`config.mk`:
```
export PLATFORM = sky130hd
export DESIGN_NAME = axis_axil_fifo
export DESIGN_NICKNAME = d
export VERILOG_FILES = /design/src/design/axil_fifo_pkg.sv /design/src/design/axis_fifo.sv /design/src/design/axil_slave_if.sv /design/src/design/axis_axil_fifo.sv
export VERILOG_INCLUDE_DIRS = /design/src /design/src/design
export SDC_FILE = /design/constraint.sdc
export NUM_CORES = 1
export LEC_CHECK = 0
export ABC_AREA = 1
export BUFFER_PORTS_ARGS = -buffer_cell sky130_fd_sc_hd__buf_2
export CAP_MARGIN = 10
export CELL_PAD_IN_SITES_DETAIL_PLACEMENT = 1
export CELL_PAD_IN_SITES_GLOBAL_PLACEMENT = 1
export CORE_ASPECT_RATIO = 2
export CORE_MARGIN = 3
export CORE_UTILIZATION = 30
export CTS_BUF_LIST = sky130_fd_sc_hd__clkbuf_16
export CTS_CLUSTER_SIZE = 24
export DETAILED_ROUTE_END_ITERATION = 8
export PLACE_DENSITY_LB_ADDON = 0.2
export SYNTH_ARGS = -nofsm -noshare
export SYNTH_HDL_FRONTEND = slang
export SYNTH_SLANG_ARGS = --single-unit
```
`constraint.sdc`:
```
create_clock -name clk_i -period 4 [get_ports clk_i]
set_clock_uncertainty 0.05 [all_clocks]
set_input_delay 0 -clock clk_i [delete_from_list [all_inputs] [get_ports clk_i]]
set_output_delay 0 -clock clk_i [all_outputs]
set_load 0.01 [all_outputs]
```
`src/design/axil_fifo_defs.svh`:
```
`ifndef AXIL_FIFO_DEFS_SVH
`define AXIL_FIFO_DEFS_SVH

// stream word layout
`define AXF_DATA_WIDTH 16
`define AXF_USER_WIDTH 1

// fifo depth, power of two only
`define AXF_FIFO_LEN 8

// axi-lite byte address width
`define AXF_ADDR_WIDTH 16

// identity registers
`define AXF_CORE_ID 32'd0
`define AXF_VERSION 32'h00010069

// "FIFO" in ascii
`define AXF_MAGIC 32'h4649464F

`define AXF_PATTERN 32'h69696969

`endif

```
`src/design/axil_fifo_pkg.sv`:
```
`include "axil_fifo_defs.svh"

package axil_fifo_pkg;

    // word addresses of the register map
    typedef enum logic [`AXF_ADDR_WIDTH-3:0] {
        VERSION = 'd0,
        ID      = 'd1,
        SCRATCH = 'd2,
        MAGIC   = 'd3,
        PATTERN = 'd4,
        LEVEL   = 'd5,
        EMPTY   = 'd6,
        DATA    = 'd7,  // read pops the head
        USER    = 'd8   // head user, no pop
    } axf_reg_e;

    // data register pop sequence
    typedef enum logic [1:0] {
        POP_IDLE,
        POP_STROBE,
        POP_ACK
    } axf_pop_state_e;

    // per direction in the axi-lite adapter
    typedef enum logic [1:0] {
        IDLE,
        WAIT_ACK,
        RESP
    } axil_state_e;

endpackage

```
`src/design/axis_fifo.sv`:
```
`timescale 1ns/100ps

`include "axil_fifo_defs.svh"

module axis_fifo #(
    parameter int DATA_WIDTH = `AXF_DATA_WIDTH,
    parameter int USER_WIDTH = `AXF_USER_WIDTH,
    parameter int FIFO_LEN   = `AXF_FIFO_LEN
) (
    input  logic                  clk_i,
    input  logic                  reset_ni,

    input  logic [DATA_WIDTH-1:0] s_axis_tdata_i,
    input  logic [USER_WIDTH-1:0] s_axis_tuser_i,
    input  logic                  s_axis_tlast_i,
    input  logic                  s_axis_tvalid_i,
    output logic                  s_axis_tfull_o,

    input  logic                  m_pop_i,
    output logic [DATA_WIDTH-1:0] m_data_o,
    output logic [USER_WIDTH-1:0] m_user_o,
    output logic                  m_last_o,
    output logic                  m_empty_o,
    output logic [31:0]           m_level_o
);

    localparam int ADDR_W = $clog2(FIFO_LEN);
    localparam logic [ADDR_W:0] DEPTH = (ADDR_W + 1)'(FIFO_LEN);

    logic [DATA_WIDTH-1:0] data_mem [FIFO_LEN];
    logic [USER_WIDTH-1:0] user_mem [FIFO_LEN];
    logic                  last_mem [FIFO_LEN];

    logic [ADDR_W:0] wr_ptr_q;
    logic [ADDR_W:0] rd_ptr_q;
    logic [ADDR_W:0] count_q;
    logic [ADDR_W:0] count_next;
    logic            full_q;
    logic            empty_q;
    logic            push;
    logic            pop;

    assign push = s_axis_tvalid_i && !full_q;  // dropped when full
    assign pop  = m_pop_i && !empty_q;

    always_comb begin
        count_next = count_q;
        if (push && !pop) begin
            count_next = count_q + 1'b1;
        end else if (pop && !push) begin
            count_next = count_q - 1'b1;
        end
    end

    always_ff @(posedge clk_i) begin
        if (!reset_ni) begin
            wr_ptr_q <= '0;
            rd_ptr_q <= '0;
            count_q  <= '0;
            full_q   <= 1'b0;
            empty_q  <= 1'b1;
        end else begin
            if (push) begin
                wr_ptr_q <= wr_ptr_q + 1'b1;
            end
            if (pop) begin
                rd_ptr_q <= rd_ptr_q + 1'b1;
            end
            count_q <= count_next;
            full_q  <= (count_next == DEPTH);  // rises with the last free slot
            empty_q <= (count_next == '0);
        end
    end

    // storage, side by side
    always_ff @(posedge clk_i) begin
        if (push) begin
            data_mem[wr_ptr_q[ADDR_W-1:0]] <= s_axis_tdata_i;
            user_mem[wr_ptr_q[ADDR_W-1:0]] <= s_axis_tuser_i;
            last_mem[wr_ptr_q[ADDR_W-1:0]] <= s_axis_tlast_i;
        end
    end

    // first word falls through
    assign m_data_o = data_mem[rd_ptr_q[ADDR_W-1:0]];
    assign m_user_o = user_mem[rd_ptr_q[ADDR_W-1:0]];
    assign m_last_o = last_mem[rd_ptr_q[ADDR_W-1:0]];

    assign s_axis_tfull_o = full_q;
    assign m_empty_o      = empty_q;
    assign m_level_o      = {{(31 - ADDR_W){1'b0}}, count_q};

endmodule

```
`src/design/axil_slave_if.sv`:
```
`timescale 1ns/100ps

`include "axil_fifo_defs.svh"

module axil_slave_if #(
    parameter int ADDR_WIDTH = `AXF_ADDR_WIDTH
) (
    input  logic                  clk_i,
    input  logic                  reset_ni,

    // write address
    input  logic [ADDR_WIDTH-1:0] s_axi_awaddr_i,
    input  logic                  s_axi_awvalid_i,
    output logic                  s_axi_awready_o,

    // write data, strobes ignored so every write is a full word
    input  logic [31:0]           s_axi_wdata_i,
    input  logic [3:0]            s_axi_wstrb_i,
    input  logic                  s_axi_wvalid_i,
    output logic                  s_axi_wready_o,

    // write response
    output logic [1:0]            s_axi_bresp_o,
    output logic                  s_axi_bvalid_o,
    input  logic                  s_axi_bready_i,

    // read address
    input  logic [ADDR_WIDTH-1:0] s_axi_araddr_i,
    input  logic                  s_axi_arvalid_i,
    output logic                  s_axi_arready_o,

    // read data
    output logic [31:0]           s_axi_rdata_o,
    output logic [1:0]            s_axi_rresp_o,
    output logic                  s_axi_rvalid_o,
    input  logic                  s_axi_rready_i,

    // register bus
    output logic                  rreq_o,
    output logic [ADDR_WIDTH-3:0] raddr_o,
    input  logic [31:0]           rdata_i,
    input  logic                  rack_i,
    output logic                  wreq_o,
    output logic [ADDR_WIDTH-3:0] waddr_o,
    output logic [31:0]           wdata_o,
    input  logic                  wack_i
);

    axil_fifo_pkg::axil_state_e rd_state_q;
    axil_fifo_pkg::axil_state_e wr_state_q;

    assign s_axi_bresp_o = 2'b00;  // always OKAY
    assign s_axi_rresp_o = 2'b00;

    // read side
    always_ff @(posedge clk_i) begin
        if (!reset_ni) begin
            rd_state_q      <= axil_fifo_pkg::IDLE;
            s_axi_arready_o <= 1'b0;
            s_axi_rvalid_o  <= 1'b0;
            rreq_o          <= 1'b0;
        end else begin
            case (rd_state_q)
                axil_fifo_pkg::IDLE: begin
                    if (s_axi_arvalid_i && s_axi_arready_o) begin
                        s_axi_arready_o <= 1'b0;
                        rreq_o          <= 1'b1;
                        rd_state_q      <= axil_fifo_pkg::WAIT_ACK;
                    end else begin
                        s_axi_arready_o <= 1'b1;
                    end
                end
                axil_fifo_pkg::WAIT_ACK: begin
                    rreq_o <= 1'b0;  // one cycle pulse
                    if (rack_i) begin
                        s_axi_rvalid_o <= 1'b1;
                        rd_state_q     <= axil_fifo_pkg::RESP;
                    end
                end
                axil_fifo_pkg::RESP: begin
                    if (s_axi_rready_i) begin
                        s_axi_rvalid_o <= 1'b0;
                        rd_state_q     <= axil_fifo_pkg::IDLE;
                    end
                end
                default: rd_state_q <= axil_fifo_pkg::IDLE;
            endcase
        end
    end

    always_ff @(posedge clk_i) begin
        if (s_axi_arvalid_i && s_axi_arready_o) begin
            raddr_o <= s_axi_araddr_i[ADDR_WIDTH-1:2];  // byte to word
        end
        if (rd_state_q == axil_fifo_pkg::WAIT_ACK && rack_i) begin
            s_axi_rdata_o <= rdata_i;
        end
    end

    // write side, AW and W only taken together
    always_ff @(posedge clk_i) begin
        if (!reset_ni) begin
            wr_state_q      <= axil_fifo_pkg::IDLE;
            s_axi_awready_o <= 1'b0;
            s_axi_wready_o  <= 1'b0;
            s_axi_bvalid_o  <= 1'b0;
            wreq_o          <= 1'b0;
        end else begin
            case (wr_state_q)
                axil_fifo_pkg::IDLE: begin
                    if (s_axi_awready_o) begin
                        // both valids held, handshake on this edge
                        s_axi_awready_o <= 1'b0;
                        s_axi_wready_o  <= 1'b0;
                        wreq_o          <= 1'b1;
                        wr_state_q      <= axil_fifo_pkg::WAIT_ACK;
                    end else if (s_axi_awvalid_i && s_axi_wvalid_i) begin
                        s_axi_awready_o <= 1'b1;
                        s_axi_wready_o  <= 1'b1;
                    end
                end
                axil_fifo_pkg::WAIT_ACK: begin
                    wreq_o <= 1'b0;
                    if (wack_i) begin
                        s_axi_bvalid_o <= 1'b1;
                        wr_state_q     <= axil_fifo_pkg::RESP;
                    end
                end
                axil_fifo_pkg::RESP: begin
                    if (s_axi_bready_i) begin
                        s_axi_bvalid_o <= 1'b0;
                        wr_state_q     <= axil_fifo_pkg::IDLE;
                    end
                end
                default: wr_state_q <= axil_fifo_pkg::IDLE;
            endcase
        end
    end

    always_ff @(posedge clk_i) begin
        if (wr_state_q == axil_fifo_pkg::IDLE && s_axi_awready_o) begin
            waddr_o <= s_axi_awaddr_i[ADDR_WIDTH-1:2];
            wdata_o <= s_axi_wdata_i;
        end
    end

endmodule

```
`src/design/axis_axil_fifo.sv`:
```
`timescale 1ns/100ps

`include "axil_fifo_defs.svh"

module axis_axil_fifo (
    input  logic                       clk_i,
    input  logic                       reset_ni,

    // stream in
    input  logic [`AXF_DATA_WIDTH-1:0] s_axis_tdata_i,
    input  logic [`AXF_USER_WIDTH-1:0] s_axis_tuser_i,
    input  logic                       s_axis_tlast_i,
    input  logic                       s_axis_tvalid_i,
    output logic                       s_axis_tfull_o,

    // axi-lite slave
    input  logic [`AXF_ADDR_WIDTH-1:0] s_axi_awaddr_i,
    input  logic                       s_axi_awvalid_i,
    output logic                       s_axi_awready_o,
    input  logic [31:0]                s_axi_wdata_i,
    input  logic [3:0]                 s_axi_wstrb_i,
    input  logic                       s_axi_wvalid_i,
    output logic                       s_axi_wready_o,
    output logic [1:0]                 s_axi_bresp_o,
    output logic                       s_axi_bvalid_o,
    input  logic                       s_axi_bready_i,
    input  logic [`AXF_ADDR_WIDTH-1:0] s_axi_araddr_i,
    input  logic                       s_axi_arvalid_i,
    output logic                       s_axi_arready_o,
    output logic [31:0]                s_axi_rdata_o,
    output logic [1:0]                 s_axi_rresp_o,
    output logic                       s_axi_rvalid_o,
    input  logic                       s_axi_rready_i
);

    logic [`AXF_DATA_WIDTH-1:0] fifo_data;
    logic [`AXF_USER_WIDTH-1:0] fifo_user;
    logic                       fifo_empty;
    logic [31:0]                fifo_level;
    logic                       fifo_pop;

    logic                       rreq;
    logic [`AXF_ADDR_WIDTH-3:0] raddr;
    logic [31:0]                rdata_q;
    logic                       rack_q;
    logic                       wreq;
    logic [`AXF_ADDR_WIDTH-3:0] waddr;
    logic [31:0]                wdata;
    logic                       wack_q;

    logic [31:0]                scratch_q;
    logic                       data_pop;

    axil_fifo_pkg::axf_reg_e        rsel;
    axil_fifo_pkg::axf_reg_e        wsel;
    axil_fifo_pkg::axf_pop_state_e  pop_state_q;

    axis_fifo #(
        .DATA_WIDTH (`AXF_DATA_WIDTH),
        .USER_WIDTH (`AXF_USER_WIDTH),
        .FIFO_LEN   (`AXF_FIFO_LEN)
    ) u_fifo (
        .clk_i           (clk_i),
        .reset_ni        (reset_ni),
        .s_axis_tdata_i  (s_axis_tdata_i),
        .s_axis_tuser_i  (s_axis_tuser_i),
        .s_axis_tlast_i  (s_axis_tlast_i),
        .s_axis_tvalid_i (s_axis_tvalid_i),
        .s_axis_tfull_o  (s_axis_tfull_o),
        .m_pop_i         (fifo_pop),
        .m_data_o        (fifo_data),
        .m_user_o        (fifo_user),
        .m_last_o        (),            // last is not in the register map
        .m_empty_o       (fifo_empty),
        .m_level_o       (fifo_level)
    );

    axil_slave_if #(
        .ADDR_WIDTH (`AXF_ADDR_WIDTH)
    ) u_axil (
        .clk_i           (clk_i),
        .reset_ni        (reset_ni),
        .s_axi_awaddr_i  (s_axi_awaddr_i),
        .s_axi_awvalid_i (s_axi_awvalid_i),
        .s_axi_awready_o (s_axi_awready_o),
        .s_axi_wdata_i   (s_axi_wdata_i),
        .s_axi_wstrb_i   (s_axi_wstrb_i),
        .s_axi_wvalid_i  (s_axi_wvalid_i),
        .s_axi_wready_o  (s_axi_wready_o),
        .s_axi_bresp_o   (s_axi_bresp_o),
        .s_axi_bvalid_o  (s_axi_bvalid_o),
        .s_axi_bready_i  (s_axi_bready_i),
        .s_axi_araddr_i  (s_axi_araddr_i),
        .s_axi_arvalid_i (s_axi_arvalid_i),
        .s_axi_arready_o (s_axi_arready_o),
        .s_axi_rdata_o   (s_axi_rdata_o),
        .s_axi_rresp_o   (s_axi_rresp_o),
        .s_axi_rvalid_o  (s_axi_rvalid_o),
        .s_axi_rready_i  (s_axi_rready_i),
        .rreq_o          (rreq),
        .raddr_o         (raddr),
        .rdata_i         (rdata_q),
        .rack_i          (rack_q),
        .wreq_o          (wreq),
        .waddr_o         (waddr),
        .wdata_o         (wdata),
        .wack_i          (wack_q)
    );

    assign rsel = axil_fifo_pkg::axf_reg_e'(raddr);
    assign wsel = axil_fifo_pkg::axf_reg_e'(waddr);

    // data read with something to pop
    assign data_pop = rreq && (rsel == axil_fifo_pkg::DATA) && !fifo_empty;
    assign fifo_pop = (pop_state_q == axil_fifo_pkg::POP_STROBE);

    always_ff @(posedge clk_i) begin
        if (!reset_ni) begin
            pop_state_q <= axil_fifo_pkg::POP_IDLE;
            rack_q      <= 1'b0;
        end else begin
            // pop strobe cycle is followed by the ack, all else acks next cycle
            rack_q <= (rreq && !data_pop) || fifo_pop;
            case (pop_state_q)
                axil_fifo_pkg::POP_IDLE: begin
                    if (data_pop) begin
                        pop_state_q <= axil_fifo_pkg::POP_STROBE;
                    end
                end
                axil_fifo_pkg::POP_STROBE: pop_state_q <= axil_fifo_pkg::POP_ACK;
                axil_fifo_pkg::POP_ACK:    pop_state_q <= axil_fifo_pkg::POP_IDLE;
                default:                   pop_state_q <= axil_fifo_pkg::POP_IDLE;
            endcase
        end
    end

    // read mux, latched in the request cycle
    always_ff @(posedge clk_i) begin
        if (rreq) begin
            case (rsel)
                axil_fifo_pkg::VERSION: rdata_q <= `AXF_VERSION;
                axil_fifo_pkg::ID:      rdata_q <= `AXF_CORE_ID;
                axil_fifo_pkg::SCRATCH: rdata_q <= scratch_q;
                axil_fifo_pkg::MAGIC:   rdata_q <= `AXF_MAGIC;
                axil_fifo_pkg::PATTERN: rdata_q <= `AXF_PATTERN;
                axil_fifo_pkg::LEVEL:   rdata_q <= fifo_level;
                axil_fifo_pkg::EMPTY:   rdata_q <= {31'd0, fifo_empty};
                axil_fifo_pkg::DATA: begin
                    rdata_q <= fifo_empty ? 32'd0
                             : {{(32 - `AXF_DATA_WIDTH){1'b0}}, fifo_data};
                end
                axil_fifo_pkg::USER: begin
                    rdata_q <= fifo_empty ? 32'd0
                             : {{(32 - `AXF_USER_WIDTH){1'b0}}, fifo_user};
                end
                default: rdata_q <= 32'd0;
            endcase
        end
    end

    // writes, only scratch is writable
    always_ff @(posedge clk_i) begin
        if (!reset_ni) begin
            wack_q    <= 1'b0;
            scratch_q <= 32'd0;
        end else begin
            wack_q <= wreq;
            if (wreq && wsel == axil_fifo_pkg::SCRATCH) begin
                scratch_q <= wdata;
            end
        end
    end

endmodule

```
=== Word level (Yosys, flattened, before mapping) ===
Memory sizes are Yosys's and may differ from the RTL's. A register that Yosys moved wholly into a read port is not among the register bits.
Index checks and enable logic that the tools add are counted.

* Bits in registers: 185
* RAM bits: 136
* Word-level logic and storage cells: 121
* Memories: 2

{| class="wikitable"
|+ Memory list
! name !! depth !! width !! rd ports !! clocked after Yosys merged registers in !! write ports !! line !! source
|-
| u_fifo.data_mem || 8 || 16 || 1 || 1 || 1 || axis_fifo.sv:30 || <nowiki>logic [DATA_WIDTH-1:0] data_mem [FIFO_LEN];</nowiki>
|-
| u_fifo.user_mem || 8 || 1 || 1 || 1 || 1 || axis_fifo.sv:31 || <nowiki>logic [USER_WIDTH-1:0] user_mem [FIFO_LEN];</nowiki>
|}

* $add $sub $neg: 4
* Eq/ne operators: 21
* Mux-type cells: 36
* Reductions and logical operators: 35

{| class="wikitable"
|+ Operator list
! kind !! count
|-
| $pmux W32 S8 || 1
|-
| $eq A14 B3 Y1 const B || 4
|-
| $eq A14 B2 Y1 const B || 3
|-
| $mux W16 || 1
|-
| $eq A14 B4 Y1 const B || 1
|-
| $logic_not A14 Y1 || 1
|-
| $mux W1 || 14
|-
| $mux W2 || 7
|-
| $add A4 B1 Y4 const B || 3
|-
| $logic_and A1 B1 Y1 || 12
|-
| $mux W3 || 4
|-
| $pmux W2 S3 || 2
|-
| $reduce_and A3 Y1 || 4
|-
| $ne A2 B2 Y1 const B || 5
|-
| $reduce_bool A2 Y1 || 5
|-
| $mux W4 || 2
|-
| $pmux W1 S2 || 4
|-
| $eq A2 B1 Y1 const B || 3
|-
| $logic_not A2 Y1 || 3
|-
| $reduce_and A2 Y1 || 3
|-
| $logic_not A1 Y1 || 5
|-
| $eq A2 B2 Y1 const B || 2
|-
| $eq A4 B4 Y1 const B || 1
|-
| $logic_not A4 Y1 || 1
|-
| other kinds (4) || 5
|}

=== Longest topological paths before layout ===
* Depth after elaboration: 7
* Depth in mapped cells: 11
* Gate-level depth less buffers: 10

=== Modules after synthesis ===
Synthesis repeated with hierarchy kept, for this count alone.

* Cells, all modules: 1127
* Area total of the unflattened synthesis: 13005.0 um^2

{| class="wikitable"
|+ Modules (own cells, without submodules)
! module !! times used !! cells each !! area each (um^2) !! sequential area each (um^2)
|-
| axis_fifo || 1 || 568 || 6562.5 || 4624.4
|-
| axil_slave_if || 1 || 154 || 3225.6 || 2982.9
|-
| axis_axil_fifo || 1 || 405 || 3216.8 || 1681.6
|}

=== Worst setup path before layout ===
No wires, ideal clock.

* Path kind: flip-flop to flip-flop
* Start: register u_axil.wr_state_q[1]
* End: register u_axil.s_axi_wready_o
* Library setup time: 132 ps
* Arrival time: 2843 ps
* Data required time: 3818 ps
* Path slack: 974 ps
* Stages on the path, launching flop included: 7
* Path buffers: 0
* Cell sequence: dfxtp_1 -> nor2_1 -> inv_1 -> nor2_1 -> inv_1 -> nand2_1 -> a21oi_1

* Longest elaborated chain between the ends: 2

{| class="wikitable"
|+ Ends and longest elaborated chain
! element !! line !! source
|-
| start, declared || axil_slave_if.sv:50 || <nowiki>axil_fifo_pkg::axil_state_e wr_state_q;</nowiki>
|-
| start signal, assigned || axil_slave_if.sv:103 || <nowiki>wr_state_q <= axil_fifo_pkg::IDLE;</nowiki>
|-
| start signal, assigned || axil_slave_if.sv:116 || <nowiki>wr_state_q <= axil_fifo_pkg::WAIT_ACK;</nowiki>
|-
| start signal, assigned || axil_slave_if.sv:126 || <nowiki>wr_state_q <= axil_fifo_pkg::RESP;</nowiki>
|-
| $logic_not A2 Y1 || axil_slave_if.sv:109 || <nowiki>case (wr_state_q)</nowiki>
|-
| $reduce_and A2 Y1 (no source line) || - ||
|-
| end signal, assigned || axil_slave_if.sv:105 || <nowiki>s_axi_wready_o <= 1'b0;</nowiki>
|-
| end signal, assigned || axil_slave_if.sv:114 || <nowiki>s_axi_wready_o <= 1'b0;</nowiki>
|-
| end signal, assigned || axil_slave_if.sv:119 || <nowiki>s_axi_wready_o <= 1'b1;</nowiki>
|-
| end, declared || axil_slave_if.sv:20 || <nowiki>output logic s_axi_wready_o,</nowiki>
|}

No other way between the ends.
A chain may end at the register's enable or synchronous reset.

==> results.yml <==
sta:
  finalCritPeriodShare_pct: 53.1
  fmax_mhz: 471
  fin_tns_setup_ns: 0
  setup_viol: 0
  finalWorstSetupSlack_ns: 1.88
  tightest_slew_ns: 0.991
  maxSlewViolCount: 0
  holdWs_ns: 0.0979
  layout_min_cycle_time_ns: 2.12
  rsz0062_at_grt: "false"
  finalHoldViolCount: 0
  relSlewSlack_pct: 33.9
synthesis:
  yosysWarnings: 0
  async_flop_share_pct: 0
  syn_area_per_cell_um2: 12.2
  yosysMostFrequentCell: "edfxtp_1"
  synthTopCellsByArea: "edfxtp_1, dfxtp_1, nor2_1"
  ys_ff_latch: 322
  ys_top_cells_by_count: "edfxtp_1, nor2_1, nand2_1"
  synth_top_area_cell: "edfxtp_1"
  synth_top_area_share_pct: 64.7
  synthCells: 987
  syn_area_um2: 12100
  yosysUniqueCellTypes: 34
  synthFlopType: "edfxtp_1"
  synth_edf_count: 260
  ys_seq_area_share_pct: 75.0
drt:
  drc_errors: 0
  dr.pass1.iters: 4
  ant_nets: 0
  drt-initial-drc-count: 366
  wire_per_inst_um: 17.3
  vias: 7827
  drt-total-wl_um: 30200
  vias_per_cell: 4.48
power_and_ir_drop:
  seqPwrFrac_pct: 54.8
  comb_power_share_pct: 4.1
  clkPwrFrac_pct: 41.1
  irDropWorstVdd_mv: 0.355
  switchingPower_mw: 1.44
  p_leak_nw: 5.54
  p_int_mw: 5.42
  powerDensity_nw_per_um2: 456
  power.share.switching_pct: 20.9
  finalPower_mw: 6.86
floorplan:
  die_area_um2: 42800
  num_rows: 103
  boundaryPins: 136
  initial_core_util_pct: 30.5
  fp.dieH_um: 290
  coreArea_um2: 39600
  die_w_um: 148
cells_and_area:
  antenna_cells: 0
  layout-drive-gt1-share_pct: 17.1
  instances_no_fill: 1748
  ff_latch_area_um2: 9050
  area_delta_synth_final_pct: 24.6
  multi_input_area_um2: 2610
  nNetsFinal: 1299
  nFillCells: 4275
  design_area_um2: 15000
  fin_util_pct: 38.0
critical_path:
  path_max_fanout: 40
  reg2reg_to: "rdata_q[11]$_DFFE_PP_"
  reg2regPathDepth: 8
  path_class: "flip-flop to flip-flop"
  reg2reg_slack_ns: 1.88
  cp-endpoint: "rdata_q[11]$_DFFE_PP_"
  critical_path_arrival_ns: 2.46
  worstPathRequired_ns: 4.34
  cp-end-kind: "flip-flop"
  start_kind: "flip-flop"
clocking:
  clk_latency_ns: 0.56
  path_clk_slew_ns: 0.07
  cts_num_sinks: 322
  cts_root_buf: "clkbuf_16"
  htreeDepth: 1
  hold_buffers: 84
  post_cts_buffers: 0
  cts_resized: 0
  cts_buffers: 29
  clk_path_buf_depth: 3
  cts_tree: "built"
placement:
  dpl.hpwl_um: 19700
  dpl.cell_count: 1611
  placed_area_um2: 13200
  gp_congestion: 0.732
  portBuffers: 122
  dpl_worst_slack_ns: 1.85
global_routing:
  antenna_found_initial: 0
  grt_max_degree: 69
  grt_pass1_wl_um: 46300
  grt_pass1_vias: 8279
  gr-total-overflow: 0
  globalRouteTotalUtil_pct: 13.9
worst_hold_path:
  hp-class: "input port to flip-flop"
job:
  drv_cap: 0
status:
  status: "complete, no violations"
per-layer routing:
layer	global-route usage, %	up-vias	wire [µm]	share of wire [%]
met4	4.44	0	784	2.6
met2	27.0	142	16500	55
li1	-	3825	-	-
met3	2.48	40	1260	4.2
met1	15.2	3820	11600	38
met5	0	-	0	0
cell type report:
cell class                      instances  area share, %
Multi-Input combinational cell        577           17.4
Sequential cell                       322           60.2
Inverter                               48           1.20
Clock buffer                           29           4.83
Clock inverter                         24           1.54
Tap cell                              525           4.37
Timing Repair Buffer                  223           10.5
state kept, by name, summed over array words and instances (netlist names), 2 cells and up, named ones only:
name                  flops
u_axil.waddr_o           14
pop_state_q               2
u_axil.wdata_o           32
u_fifo.count_q            4
u_axil.rd_state_q         2
scratch_q                32
u_fifo.data_mem         128
u_fifo.rd_ptr_q           3
u_axil.raddr_o           14
u_axil.wr_state_q         2
rdata_q                  32
u_fifo.user_mem           8
u_fifo.wr_ptr_q           3
u_axil.s_axi_rdata_o     32
kinds of logic (layout without fill, tap and decap cells):
kind of cell / count (synthesis) / count (layout) / synth area share [%]
AO/OA/AOI/OAI: 163 / 163 / 7.00
XOR/XNOR: 3 / 3 / 0.218
adder cells (fa/ha/maj): 4 / 4 / 0.415
buffers and inverters: 91 / 324 / 3.73
flip-flops: 322 / 322 / 75.0
other: 1 / 4 / 0.0311
AND/OR/NAND/NOR: 403 / 403 / 13.6
worst max-delay path, stage by stage (launching register included):
cell,delay (ns)
dfxtp_2,0.32
inv_2,0.39
buf_4,0.49
o21ai_0,0.14
o21ai_0,0.22
nand2_1,0.07
nand2_1,0.11
nand2_1,0.06
nand3_1,0.08
power by group through the flow:
stage,logic [mW],registers (mW),clock network (mW)
finish,0.280,3.76,2.82
global route,0.315,3.77,3.04
CTS,0.285,3.76,2.92
detailed placement,0.218,3.83,0
global placement,0.213,3.83,0
floorplan,0.107,3.82,0
layout by cell type, fill, tap and decap left out, types with 2 or more instances in the layout:
master	synthesis	routed
nand3_2	3	3
and3_1	2	2
nor3_1	7	7
o21ai_1	10	10
dfxtp_1	62	60
nor2_4	2	3
o22ai_1	21	21
nor2_1	180	171
clkinv_4	0	2
buf_4	10	17
nand3_1	27	27
clkinv_1	3	5
dfxtp_2	0	2
clkinvlp_4	0	3
clkinv_2	0	8
nand4_1	4	4
ha_1	4	4
o21ai_0	104	104
edfxtp_1	260	260
inv_1	42	46
buf_2	9	122
a21oi_1	27	27
dlygate4sd3_1	0	84
nor2_2	0	8
nand2_1	171	171
conb_1	1	4
inv_2	3	3
bufinv_16	0	4
clkbuf_16	0	29
xor2_1	2	2
worst min path at each step:
stage                        from  slack, ns  cells after the start                      endpoint
2_1_floorplan   s_axi_araddr_i[2]       0.05                      0   u_axil.raddr_o[0]$_DFFE_PP_
3_3_place_gp   s_axi_awaddr_i[10]       0.13                      1   u_axil.waddr_o[8]$_DFFE_PP_
3_5_place_dp   s_axi_awaddr_i[11]       0.13                      1   u_axil.waddr_o[9]$_DFFE_PP_
4_1_cts        s_axi_araddr_i[12]       0.06                      2  u_axil.raddr_o[10]$_DFFE_PP_
5_1_grt        s_axi_awaddr_i[13]       0.08                      2  u_axil.waddr_o[11]$_DFFE_PP_
6_report       s_axi_araddr_i[13]        0.1                      2  u_axil.raddr_o[11]$_DFFE_PP_
Note: power is estimated with default switching activity, not from simulation.
